**config.mk**
```make
export PLATFORM = sky130hd
export DESIGN_NAME = frame_serializer
export DESIGN_NICKNAME = d
export VERILOG_FILES = /design/src/logic/daq_cfg_pkg.sv /design/src/logic/daq_frame_pkg.sv /design/src/logic/frame_serializer.sv
export SDC_FILE = /design/constraint.sdc
export NUM_CORES = 1
export LEC_CHECK = 0
export BUFFER_PORTS_ARGS = -buffer_cell sky130_fd_sc_hd__buf_2
export CORE_AREA = 8 8 123 125
export CTS_BUF_LIST = sky130_fd_sc_hd__clkbuf_16
export CTS_CLUSTER_DIAMETER = 120
export DETAILED_ROUTE_END_ITERATION = 10
export DIE_AREA = 0 0 131 133
export GPL_ROUTABILITY_DRIVEN = 1
export HOLD_SLACK_MARGIN = 0.02
export SKIP_CTS_REPAIR_TIMING = 1
export SLEW_MARGIN = 20
export SYNTH_ARGS = -nofsm -noshare
export SYNTH_HDL_FRONTEND = slang
export SYNTH_SLANG_ARGS = --single-unit
export TNS_END_PERCENT = 30
```
**constraint.sdc**
```tcl
create_clock -name ACLK -period 5.4 [get_ports ACLK]
set_input_delay 0.27 -clock ACLK [delete_from_list [all_inputs] [get_ports ACLK]]
set_output_delay 0.27 -clock ACLK [all_outputs]
set_load 0.005 [all_outputs]
```
**src/logic/daq_cfg_pkg.sv**
```systemverilog
`default_nettype none

package daq_cfg_pkg;

  // adc sample layout
  localparam int SAMPLE_W = 16;
  localparam int SAMPLES_PER_BEAT = 4;

  // one output line, also one buffered sample word
  localparam int LINE_W = 64;

  // trigger information
  localparam int TS_W = 48;
  localparam int TRIG_TYPE_W = 4;
  localparam int TRIG_CFG_W = 12;

  // charge sum saturates at all ones
  localparam int CHARGE_W = 20;

  localparam int LEN_W = 16;
  localparam int OBJ_W = 32;

  // line markers
  localparam logic [15:0] HEADER_ID = 16'hAA55;
  localparam logic [15:0] FOOTER_ID = 16'h55AA;

  // frame length after reset, before any config write
  localparam logic [LEN_W-1:0] DEFAULT_MAX_LEN = 100;

endpackage

`default_nettype wire

```
**src/logic/daq_frame_pkg.sv**
```systemverilog
`default_nettype none

package daq_frame_pkg;

  // one input beat, sample 0 in the lowest bits of samples
  typedef struct packed {
    logic [daq_cfg_pkg::SAMPLES_PER_BEAT-1:0][daq_cfg_pkg::SAMPLE_W-1:0] samples;
    logic                                  gain_type;
    logic [daq_cfg_pkg::TRIG_TYPE_W-1:0]   trigger_type;
    logic [daq_cfg_pkg::TS_W-1:0]          timestamp;
    logic [daq_cfg_pkg::TRIG_CFG_W-1:0]    trig_config;
    logic [14:0]                           pad;
  } trig_beat_t;

  typedef struct packed {
    logic first;
    logic cont;
    logic gain_type;
    logic spare;
  } frame_info_t;

  typedef struct packed {
    logic [15:0]                         header_id;
    logic [7:0]                          ch_id;
    logic [daq_cfg_pkg::LEN_W-1:0]       frame_len;
    frame_info_t                         frame_info;
    logic [daq_cfg_pkg::TRIG_TYPE_W-1:0] trigger_type;
    logic [15:0]                         pad;
  } header_line0_t;

  typedef struct packed {
    logic [31:0]                        timestamp;
    logic [daq_cfg_pkg::CHARGE_W-1:0]   charge_sum;
    logic [daq_cfg_pkg::TRIG_CFG_W-1:0] trig_config;
  } header_line1_t;

  // timestamp here carries bits 47:32
  typedef struct packed {
    logic [15:0]                   timestamp;
    logic [daq_cfg_pkg::OBJ_W-1:0] object_id;
    logic [15:0]                   footer_id;
  } footer_line_t;

  typedef struct packed {
    header_line0_t line0;
    header_line1_t line1;
    footer_line_t  footer;
  } hf_pair_t;

  // last_missing is a trigger end, it carries no beat
  typedef struct packed {
    logic valid;
    logic start;
    logic last_missing;
    logic beat;
  } beat_evt_t;

endpackage

`default_nettype wire

```
**src/logic/frame_serializer.sv**
```systemverilog
`timescale 1ns/1ns
`default_nettype none

module frame_serializer (
  input  logic                           ACLK,
  input  logic                           ARESET,
  input  daq_frame_pkg::hf_pair_t        pair,
  input  logic                           pair_empty,
  output logic                           pair_pop,
  input  logic [daq_cfg_pkg::LINE_W-1:0] sample_word,
  input  logic                           sample_empty,
  output logic                           sample_pop,
  output logic [daq_cfg_pkg::LINE_W-1:0] m_tdata,
  output logic                           m_tvalid,
  input  logic                           m_tready,
  output logic                           m_tlast
);

  localparam logic [1:0] S_LINE0 = 2'd0;
  localparam logic [1:0] S_LINE1 = 2'd1;
  localparam logic [1:0] S_SAMPLES = 2'd2;
  localparam logic [1:0] S_FOOTER = 2'd3;

  logic [1:0]                    state;
  logic [daq_cfg_pkg::LEN_W-1:0] word_cnt;
  logic                          last_word;

  assign last_word = (word_cnt + 1'b1 == pair.line0.frame_len);

  // all lines come straight from fifo heads, which hold until popped
  always_comb begin
    case (state)
      S_LINE0: begin
        m_tdata = pair.line0;
        m_tvalid = !pair_empty;
      end
      S_LINE1: begin
        m_tdata = pair.line1;
        m_tvalid = 1'b1;
      end
      S_SAMPLES: begin
        m_tdata = sample_word;
        m_tvalid = !sample_empty;
      end
      default: begin
        m_tdata = pair.footer;
        m_tvalid = 1'b1;
      end
    endcase
  end

  assign m_tlast = (state == S_FOOTER);
  assign sample_pop = (state == S_SAMPLES) && !sample_empty && m_tready;
  assign pair_pop = (state == S_FOOTER) && m_tready;

  always_ff @(posedge ACLK) begin
    if (ARESET) begin
      state <= S_LINE0;
      word_cnt <= '0;
    end else begin
      case (state)
        S_LINE0: begin
          if (!pair_empty && m_tready) begin
            state <= S_LINE1;
          end
        end
        S_LINE1: begin
          if (m_tready) begin
            state <= S_SAMPLES;
            word_cnt <= '0;
          end
        end
        S_SAMPLES: begin
          if (sample_pop) begin
            word_cnt <= word_cnt + 1'b1;
            if (last_word) begin
              state <= S_FOOTER;
            end
          end
        end
        default: begin
          if (m_tready) begin
            state <= S_LINE0;
          end
        end
      endcase
    end
  end

  assert property (@(posedge ACLK) disable iff (ARESET)
    m_tvalid && !m_tready |=> m_tvalid && $stable(m_tdata) && $stable(m_tlast));

endmodule

`default_nettype wire

```
==> flow_summary_export.csv, run 1 <==
group,metric,value,unit
power,internal_power,0.489,mW
yosys,postSynthNetCount,682,
run,count_of_maximum_capacitance_violations,0,
placement,buffer_ports.inserted,328,
power,clkPwrFrac,0.187,
sta,tightestPinTransition,0.834,ns
sta,finalHoldViolations,0,
power,seq_power_share,0.166,
route,wl,18800,um
power,p_comb_frac,0.648,
route,detail_route.drc_violations,0,
yosys,post_synth_arst_share,0,
route,via_count,4674,
yosys,library_cell_with_the_largest_summed_area_after_synthesis,"sky130_fd_sc_hd__mux2i_1",
power,net-switching-power,0.345,mW
critical_path,worst_ep_arrival_time,2.43,ns
route,drtIter0Drc,676,
die,floorplan.die.height,133,um
yosys,synthMostInstantiatedCell,"sky130_fd_sc_hd__inv_1",
grt,grt_overflow,0,
yosys,dominantRegCellSynth,"sky130_fd_sc_hd__dfxtp_1",
sta,grt_setup_unrepaired,"no",
sta,timing.slew.headroom,0.444,
critical_path,nature_of_the_critical_path_startpoint,"flop",
final_layout,areaGrowthSynthToFinish,59.3,%
critical_path,critical_path.endpoint_type,"output pin",
clock_tree,cts.root.buffer_cell,"sky130_fd_sc_hd__clkbuf_16",
sta,drv_slew,0,
sta,timing.setup.tns,0,ns
yosys,synth_area,3110,um2
critical_path,crit_path_max_fanout,46,
clock_tree,worst_setup_hold_path_clk_slew,0.06,ns
die,ioPinCount,329,
placement,place_worst_setup_slack,2.92,ns
route,avgViaCountPerCell,5.23,
die,fp.coreArea,13100,um2
status,outcome,"finished, final reports clean",
clock_tree,total_clock_sinks,18,
yosys,synth_sequential_area_ratio,0.116,
yosys,postSynthRegisterBits,18,
die,floorplan.die.width,131,um
sta,fin_crit,2.70,ns
placement,globalplace.congestion,0.875,
grt,antenna_found_initial,6,
placement,detailedPlacementHpwl,15200,um
critical_path,rrSetupSlack,2.87,ns
clock_tree,tritoncts,"built",
power,power.switching_fraction,0.414,
route,firstDrtPassIters,7,
critical_path,setup.worst_path.class,"flop to output pin",
die,fp.dieArea,17400,um2
route,post_route_ant_nets,0,
yosys,number_of_unique_standard_cell_types_used_by_synthesis,45,
clock_tree,cts-buffers-inserted,3,
route,wire_per_inst,21.0,um
clock_tree,clockBufferDepth,2,
yosys,synth_cells,416,
final_layout,layout-drive-gt1-share,0.488,
sta,maxClockFrequency,370,MHz
sta,finalCritPeriodShare,0.500,
yosys,post_synth_edffs,0,
die,start_util,0.238,
power,highest_ir_drop_seen_on_vdd,0.0862,mV
yosys,netlist.area_leader.share,0.212,
die,fp-row-count,42,
clock_tree,ctsHtreeMaxLevel,1,
yosys,synth_area_per_cell,7.48,um2
critical_path,critical_path_required,5.13,ns
sta,setup_viol,0,
grt,grt_start_max_net_pins,52,
clock_tree,insertion_delay,0.26,ns
sta,fin_worst_skew,0.00373,ns
power,power_leakage,2.52,nW
yosys,synth_common_cells,"68 x sky130_fd_sc_hd__inv_1, 66 x sky130_fd_sc_hd__mux2i_1, 64 x sky130_fd_sc_hd__a222oi_1, 26 x sky130_fd_sc_hd__clkbuf_1",
yosys,ys_warn_count,0,
power,power_density,168,nW/um2
hold_path,timing.hold.worst.class,"input port to flop",
final_layout,num-nets-final,980,
sta,worst_hold_slack,0.428,ns
yosys,ys_top_cells_by_area,"sky130_fd_sc_hd__mux2i_1 21%, sky130_fd_sc_hd__a222oi_1 21%, sky130_fd_sc_hd__dfxtp_1 12%",
grt,groute.usage.overall,0.194,
grt,grt_pass1_wl,26100,um
grt,grt_pass1_vias,4364,
sta,worst_slack,2.70,ns
## placed cells by master, fill, tap and decap left out, types with 5 or more instances in the layout
master                     netlist  layout
sky130_fd_sc_hd__a21oi_1        18      18
sky130_fd_sc_hd__a222oi_1       64      64
sky130_fd_sc_hd__a31oi_1         5       5
sky130_fd_sc_hd__buf_2           5     328
sky130_fd_sc_hd__dfxtp_1        18      18
sky130_fd_sc_hd__diode_2         0       5
sky130_fd_sc_hd__inv_1          68      68
sky130_fd_sc_hd__mux2i_1        66      66
sky130_fd_sc_hd__nand2_1        14      14
sky130_fd_sc_hd__nand2b_1        8       8
sky130_fd_sc_hd__nand3_1        10      10
sky130_fd_sc_hd__nand4_1         5       5
sky130_fd_sc_hd__nor2_1         16      16
sky130_fd_sc_hd__o21ai_0        16      16
sky130_fd_sc_hd__xnor2_1        13      13
sky130_fd_sc_hd__xor2_1          9       9
## layout make-up
| type | instances | area, um2 |
|---|---|---|
| antenna | 5 | 12.5 |
| clock buffer | 3 | 75.1 |
| clock inverter | 1 | 3.75 |
| fill | 1356 | 8130 |
| inverter | 69 | 259 |
| multi-input combinational | 290 | 2360 |
| sequential | 18 | 360 |
| tap | 176 | 220 |
| timing repair buffer | 332 | 1670 |
## power groups by stage
stage               Combinational (mW)  Clock (mW)  Sequential, mW
finish                           0.540       0.156           0.138
global route                     0.590       0.164           0.139
CTS                              0.541       0.158           0.138
detailed placement               0.538           0           0.141
global placement                 0.537           0           0.141
floorplan                        0.261           0           0.140
## critical path, cell delays in order, from the launching register on
cell and delay [ns]:
sky130_fd_sc_hd__dfxtp_1 0.43, sky130_fd_sc_hd__ha_4 0.70, sky130_fd_sc_hd__buf_4 0.47, sky130_fd_sc_hd__mux2i_1 0.36, sky130_fd_sc_hd__buf_2 0.18
## path summary, 6_finish.rpt
path,depth (start not counted),startpoint,to
hold reg to reg,2,word_cnt[1],word_cnt[1]
setup reg to reg,8,state[1],state[1]
setup / recovery,4,state[1],m_tdata[10]
hold / removal,2,ARESET,word_cnt[2]
## layer usage
layer / GRT usage / vias up / wire [um]
met3: 0.0378 / 26 / 1940
met4: 0.0574 / 2 / 310
met2: 0.329 / 262 / 9150
li1: - / 2203 / -
met1: 0.240 / 2181 / 7370
met5: 0 / - / 13
## sequential cells by signal, indices dropped and copies added, names as in the netlist
signal,flops
state,2
word_cnt,16
## metrics by stage
step           instance area, um2   util  cells  power, mW
6_report                     4960  0.379    894      0.833
5_1_grt                      4960  0.379    894      0.892
4_1_cts                      4950  0.378    889      0.837
3_5_place_dp                 4870  0.372    885      0.679
3_3_place_gp                 4870  0.372    885      0.678
2_1_floorplan                3110      -    416      0.400
## cells by family after synthesis
logic type / Yosys count / share of synthesized area
and+or+nand+nor: 77 / 0.135
AOI/OAI and AO/OA: 120 / 0.321
buffers and inverters: 108 / 0.133
muxes: 66 / 0.212
adders and majority gates: 5 / 0.0201
xor gates and xnor gates: 22 / 0.0619
DFF: 18 / 0.116
No activity file was read; power rests on OpenSTA's default activity.
==> inputs of run 2 (changes only) <==
Settings changed: ABC_AREA set to 1, CORE_AREA 8 8 123 125 to 8 8 121 123, DIE_AREA 0 0 131 133 to 0 0 129 131.
Clock period 5.4 ns to 2.73 ns, I/O delays scaled along.
==> run 2 against run 1 <==
Clock power grew 100%. Highest routed layer unchanged. Routed wire length shrank 3.4%. Critical path type unchanged. Clock skew is essentially flat. Power grew to 2.9 times the previous value. Non-clock buffer count grew 5. Critical path depth grew 3. Sequential cell count is the same. Synthesized area grew 0.97%.
==> flow_summary_export.csv, run 2 <==
group,metric,value,unit
critical_path,endpoint,"m_tdata[24]",
clock_tree,tritoncts,"built",
critical_path,rr_endpoint,"state[0]",
route,wl,18100,um
power,power_leakage,2.53,nW
die,start_util,0.244,
route,detail_route.drc_violations,0,
clock_tree,cts.root.buffer_cell,"sky130_fd_sc_hd__clkbuf_16",
yosys,synthMostInstantiatedCell,"sky130_fd_sc_hd__nand2_1",
critical_path,worst_ep_arrival_time,2.17,ns
yosys,dominantRegCellSynth,"sky130_fd_sc_hd__dfxtp_1",
sta,grt_setup_unrepaired,"no",
clock_tree,total_clock_sinks,18,
placement,placed_area,4970,um2
yosys,ys_top_cells_by_area,"sky130_fd_sc_hd__nand2_1 19%, sky130_fd_sc_hd__a22o_1 18%, sky130_fd_sc_hd__a21oi_1 13%",
critical_path,timing.reg2reg.worst_path_depth,13,
power,power_density,483,nW/um2
grt,grt_overflow,0,
placement,globalplace.congestion,0.859,
final_layout,layout.cell_area.non_filler,5050,um2
critical_path,critical_path.endpoint_type,"output pin",
placement,detailedPlacementHpwl,15100,um
route,post_route_ant_nets,0,
route,firstDrtPassIters,5,
status,outcome,"finished, final reports clean",
yosys,ys_warn_count,0,
sta,finalCritPeriodShare,0.843,
yosys,post_synth_edffs,0,
grt,grt_pass1_vias,4619,
die,ioPinCount,329,
power,post-layout-total-power,2.44,mW
sta,fin_worst_skew,0.00361,ns
die,fp.dieArea,16900,um2
final_layout,instances_no_fill,1037,
placement,buffer_ports.inserted,328,
route,drtIter0Drc,298,
run,count_of_maximum_capacitance_violations,0,
clock_tree,clockBufferDepth,2,
critical_path,rrSetupSlack,0.67,ns
final_layout,reg_top3,"word_cnt: 16 flops, state: 2 flops",
clock_tree,cts-buffers-inserted,3,
sta,setup_viol,0,
die,fp-row-count,42,
clock_tree,ctsHtreeMaxLevel,1,
critical_path,crit_path_start,"state[1]",
clock_tree,insertion_delay,0.26,ns
final_layout,layout_common_cells,"328 x sky130_fd_sc_hd__buf_2, 161 x sky130_fd_sc_hd__nand2_1, 82 x sky130_fd_sc_hd__a21oi_1, 65 x sky130_fd_sc_hd__o21ai_0, 64 x sky130_fd_sc_hd__a22o_1",
sta,maxClockFrequency,434,MHz
sta,fin_crit,2.30,ns
grt,grt_start_max_net_pins,67,
clock_tree,worst_setup_hold_path_clk_slew,0.06,ns
sta,timing.slew.headroom,0.644,
final_layout,num-nets-final,1128,
power,highest_ir_drop_seen_on_vdd,0.229,mV
critical_path,crit_path_top_delay_cell,"sky130_fd_sc_hd__ha_2",
yosys,postSynthNetCount,825,
yosys,library_cell_with_the_largest_summed_area_after_synthesis,"sky130_fd_sc_hd__nand2_1",
die,fp.coreArea,12900,um2
yosys,number_of_unique_standard_cell_types_used_by_synthesis,27,
grt,grt_pass1_wl,26200,um
grt,groute.usage.overall,0.198,
final_layout,areaGrowthSynthToFinish,60.7,%
grt,antenna_found_initial,2,
final_layout,largest_register_ffs,16,
critical_path,crit_path_max_fanout,43,
route,via_count,4927,
critical_path,reg_to_reg_start,"state[1]",
sta,drv_slew,0,
final_layout,final.fill_count,1457,
route,wire_per_inst,17.5,um
final_layout,regMostFlops,"word_cnt",
final_layout,layout.core_utilization,0.392,
yosys,synth_area,3140,um2
critical_path,nature_of_the_critical_path_startpoint,"flop",
yosys,synth_common_cells,"161 x sky130_fd_sc_hd__nand2_1, 82 x sky130_fd_sc_hd__a21oi_1, 65 x sky130_fd_sc_hd__o21ai_0, 64 x sky130_fd_sc_hd__a22o_1",
yosys,synth_cells,559,
final_layout,final_common_cell,"sky130_fd_sc_hd__buf_2",
yosys,postSynthRegisterBits,18,
yosys,post_synth_arst_share,0,
route,avgViaCountPerCell,4.75,
critical_path,setup.worst_path.class,"flop to output pin",
die,floorplan.die.height,131,um
hold_path,timing.hold.worst.class,"input port to flop",
final_layout,diodes,0,
sta,finalHoldViolations,0,
yosys,synth_area_per_cell,5.62,um2
critical_path,slowest_delay,0.53,ns
sta,timing.setup.tns,0,ns
final_layout,layout-drive-gt1-share,0.420,
yosys,netlist.area_leader.share,0.192,
die,floorplan.die.width,129,um
placement,placed_cells_incl_taps,1033,
sta,tightestPinTransition,0.533,ns
critical_path,critical_path_required,2.59,ns
yosys,synth_sequential_area_ratio,0.115,
hold_path,holdCritStartpoint,"ARESET",
critical_path,critical_path.cell_chain,"inv_1, ha_2, buf_12, a22o_1, a21oi_1, o21ai_0, buf_2",
==> run 2: changes by cell type after synthesis, moves of 7 or more <==
cell and delta:
sky130_fd_sc_hd__inv_1 -33, sky130_fd_sc_hd__mux2i_1 -66, sky130_fd_sc_hd__a22o_1 +64, sky130_fd_sc_hd__nand2_1 +147, sky130_fd_sc_hd__nand3_1 +21, sky130_fd_sc_hd__a21oi_1 +64, sky130_fd_sc_hd__o21ai_0 +49, sky130_fd_sc_hd__nand3b_1 +8
sky130_fd_sc_hd__clkbuf_1 +9, sky130_fd_sc_hd__nand2b_1 -8, sky130_fd_sc_hd__xor2_1 -7, sky130_fd_sc_hd__a222oi_1 -64, sky130_fd_sc_hd__xnor2_1 -11
==> run 2: power by group <==
group	switching (mW)	internal [mW]
combinational	1.01	0.836
sequential	0.0127	0.273
clock	0.117	0.196
==> run 2: how the worst min path moves through the flow <==
stage / end / slack (ns) / cells past startpoint
final: word_cnt[1] / 0.28 / 2
after global placement: word_cnt[15] / 0.47 / 2
after CTS: word_cnt[1] / 0.28 / 2
after global routing: word_cnt[1] / 0.30 / 2
after floorplan: pair_pop / 0.35 / 2
after detailed placement: word_cnt[15] / 0.47 / 2
==> run 2: layout make-up <==
| type | count | area (um2) | share of cell area |
|---|---|---|---|
| clock buffer | 3 | 75.1 | 0.0149 |
| clock inverter | 1 | 3.75 | 0.000743 |
| inverter | 37 | 139 | 0.0275 |
| multi-input combinational | 465 | 2520 | 0.498 |
| sequential | 18 | 360 | 0.0714 |
| tap | 176 | 220 | 0.0436 |
| timing repair buffer | 337 | 1730 | 0.343 |
==> run 2: per-layer routing <==
layer | global-route usage | vias up | part of all wire
li1 | - | 2553 | -
met1 | 0.252 | 2171 | 0.42
met2 | 0.341 | 183 | 0.51
met3 | 0.0455 | 16 | 0.067
met4 | 0.0207 | 4 | 0.0066
met5 | 0 | - | 0.0014
==> run 2: metrics by stage <==
stage	hold WS [ns]	setup WS, ns
after floorplan	0.354	0.936
after global placement	0.465	0.690
after detailed placement	0.474	0.664
after CTS	0.283	0.461
after global routing	0.298	0.277
final	0.279	0.428
==> run 2: kinds of logic after synthesis <==
| family | after synthesis | synth area share |
|---|---|---|
| AO/OA/AOI/OAI | 216 | 0.425 |
| XOR/XNOR | 4 | 0.0112 |
| adder cells (fa/ha/maj) | 5 | 0.0199 |
| buffers and inverters | 76 | 0.0908 |
| flip-flops | 18 | 0.115 |
| AND/OR/NAND/NOR | 240 | 0.339 |
==> run 2: worst max-delay path, delay by kind of cell (launching register included) <==
kind | cells | cell delay [ns]
buf+inv | 3 | 0.55
fa+ha+maj | 1 | 0.53
compound gates | 3 | 0.44
flops | 1 | 0.35
==> inputs of run 3 (changes only) <==
Settings changed: CORE_AREA 8 8 121 123 to 8 8 123 125, DIE_AREA 0 0 129 131 to 0 0 131 133.
Clock period 2.73 ns to 1.85 ns, I/O delays scaled along.
==> run 3 against run 2 <==
The flow now finishes with violations (setup timing). Combinational power is 59% higher. Highest routed layer unchanged. Power is 56% higher. First-iteration DRC count decreased by 3.4%. Critical path depth did not move. Routed wire length about the same. Register-to-register slack got worse by 0.69 ns. Sequential share of layout area decreased by 0.13 points. Largest cell class unchanged. Non-clock buffer count rose by 14. Sequential cell count unchanged. Sequential power increased by 50%. Setup slack worse by 0.50 ns. Die area up 3.1%.
==> flow_summary_export.csv, run 3 (synthesis gave the netlist of run 2 again) <==
group,metric,value,unit
grt,grt_overflow,0,
power,power_density,715,nW/um2
final_layout,layout-drive-gt1-share,0.454,
grt,grt_start_max_net_pins,60,
sta,timing.slew.headroom,0.749,
power,power_leakage,2.64,nW
critical_path,critical_path_required,1.76,ns
die,floorplan.die.width,131,um
sta,setup_viol,4,
die,fp-row-count,42,
clock_tree,cts.root.buffer_cell,"sky130_fd_sc_hd__clkbuf_16",
power,power.switching_fraction,0.458,
critical_path,crit_path_top_delay_cell,"sky130_fd_sc_hd__dfxtp_2",
route,drtIter0Drc,288,
critical_path,slowest_delay,0.36,ns
run,count_of_maximum_capacitance_violations,0,
clock_tree,cts-buffers-inserted,3,
placement,detailedPlacementHpwl,15100,um
critical_path,rrSetupSlack,-0.02,ns
grt,grt_pass1_wl,27100,um
clock_tree,clockBufferDepth,2,
hold_path,holdPathEnd,"word_cnt[1]",
clock_tree,worst_setup_hold_path_clk_slew,0.06,ns
critical_path,nature_of_the_critical_path_startpoint,"flop",
clock_tree,ctsHtreeMaxLevel,1,
sta,tightestPinTransition,0.377,ns
power,internal_power,2.06,mW
power,net-switching-power,1.74,mW
sta,finalHoldViolations,0,
hold_path,timing.hold.worst.class,"input port to flop",
die,ioPinCount,329,
status,outcome,"finished with violations",
power,clkPwrFrac,0.120,
placement,buffer_ports.inserted,328,
critical_path,critical_path.cell_chain,"buf_6, ha_4, buf_12, a22o_1, a21oi_1, o21ai_0, buf_2",
power,highest_ir_drop_seen_on_vdd,0.349,mV
critical_path,crit_path_max_fanout,44,
critical_path,critical_path.endpoint_type,"output pin",
power,post-layout-total-power,3.80,mW
sta,fin_worst_skew,0.00143,ns
final_layout,largest_register_ffs,16,
sta,drv_slew,0,
route,post_route_ant_nets,0,
critical_path,reg_to_reg_start,"word_cnt[0]",
sta,grt_setup_unrepaired,"yes",
route,wl,18100,um
grt,antenna_found_initial,3,
hold_path,holdCritStartpoint,"ARESET",
clock_tree,insertion_delay,0.25,ns
status,violations,"setup timing",
final_layout,final_common_cell,"sky130_fd_sc_hd__buf_2",
critical_path,rr_endpoint,"state[0]",
final_layout,regMostFlops,"word_cnt",
final_layout,reg_top3,"word_cnt: 16 flops, state: 2 flops",
route,avgViaCountPerCell,4.75,
final_layout,num-nets-final,1142,
power,p_comb_frac,0.767,
power,seq_power_share,0.113,
route,firstDrtPassIters,5,
final_layout,layout_common_cells,"328 x sky130_fd_sc_hd__buf_2, 159 x sky130_fd_sc_hd__nand2_1, 78 x sky130_fd_sc_hd__a21oi_1, 63 x sky130_fd_sc_hd__a22o_1, 62 x sky130_fd_sc_hd__o21ai_0",
route,detail_route.drc_violations,0,
die,floorplan.die.height,133,um
clock_tree,total_clock_sinks,18,
route,via_count,4992,
clock_tree,tritoncts,"built",
placement,globalplace.congestion,0.890,
sta,worst_slack,-0.0680,ns
die,fp.dieArea,17400,um2
hold_path,hold_path_depth,2,
sta,fin_crit,1.92,ns
die,start_util,0.240,
grt,groute.usage.overall,0.197,
critical_path,setup.worst_path.class,"flop to output pin",
die,fp.coreArea,13100,um2
final_layout,areaGrowthSynthToFinish,69.4,%
sta,maxClockFrequency,521,MHz
critical_path,timing.reg2reg.worst_path_depth,15,
final_layout,layout.core_utilization,0.407,
critical_path,worst_ep_arrival_time,1.83,ns
grt,grt_pass1_vias,4884,
route,wire_per_inst,17.2,um
sta,finalCritPeriodShare,1.04,
final_layout,final.fill_count,1431,
==> run 3: changes by cell type in the layout (fill, tap and decap cells not counted), moves of 4 or more <==
cell                      change
sky130_fd_sc_hd__a21oi_1      -4
sky130_fd_sc_hd__a21oi_2      +4
sky130_fd_sc_hd__buf_4        +4
sky130_fd_sc_hd__buf_6        +6
sky130_fd_sc_hd__dfxtp_1      -6
sky130_fd_sc_hd__dfxtp_2      +4
sky130_fd_sc_hd__inv_1        -4
==> run 3: layout make-up <==
type,instances,area (um2),share of cell area
clock buffers,3,75.1,0.0141
diodes,1,2.50,0.000470
clock inverters,1,3.75,0.000705
repair buffers,351,1910,0.358
multi-input cells,465,2600,0.488
flip-flops and latches,18,373,0.0701
inverters,37,141,0.0266
well taps,176,220,0.0414
==> run 3: metrics by stage <==
step                      setup WS (ns)  setup TNS [ns]  hold WS [ns]  instances  cell area (um2)
final                           -0.0680          -0.152         0.231       1052             5320
after global routing             -0.206           -1.30         0.275       1052             5320
after CTS                        -0.219           -5.64         0.228       1049             5160
after detailed placement        -0.0844          -0.161         0.457       1045             5080
after global placement           0.0114               0         0.456       1045             5080
after floorplan                  0.0559               0         0.266        559             3140
==> run 3: how the worst max path moves through the flow <==
stage                     start      endpoint  slack [ns]
global route           state[1]      state[1]       -0.21
global placement    word_cnt[1]      state[1]        0.01
floorplan              state[0]  word_cnt[11]        0.06
CTS                    state[0]   m_tdata[57]       -0.22
finish                 state[0]   m_tdata[31]       -0.07
detailed placement  word_cnt[0]      state[1]       -0.08
==> run 3: layer usage <==
| metal | wire [um] | global-route usage |
|---|---|---|
| met2 | 9530 | 0.349 |
| met5 | 18 | 0 |
| met3 | 1320 | 0.0502 |
| met4 | 93 | 0.0198 |
| met1 | 7180 | 0.238 |
==> run 3: power groups by stage <==
stage | sequential, mW | clock, mW | combinational (mW)
2_1_floorplan | 0.422 | 0 | 1.43
3_3_place_gp | 0.423 | 0 | 2.85
3_5_place_dp | 0.423 | 0 | 2.84
4_1_cts | 0.416 | 0.465 | 2.86
5_1_grt | 0.432 | 0.481 | 3.25
6_report | 0.430 | 0.455 | 2.92
==> run 3: worst max-delay path: cells and delay by family (launching register included) <==
family	cells	cell delay [ns]
AO/OA/AOI/OAI	3	0.50
adder cells (fa/ha/maj)	1	0.15
buffers and inverters	3	0.53
flip-flops	1	0.36
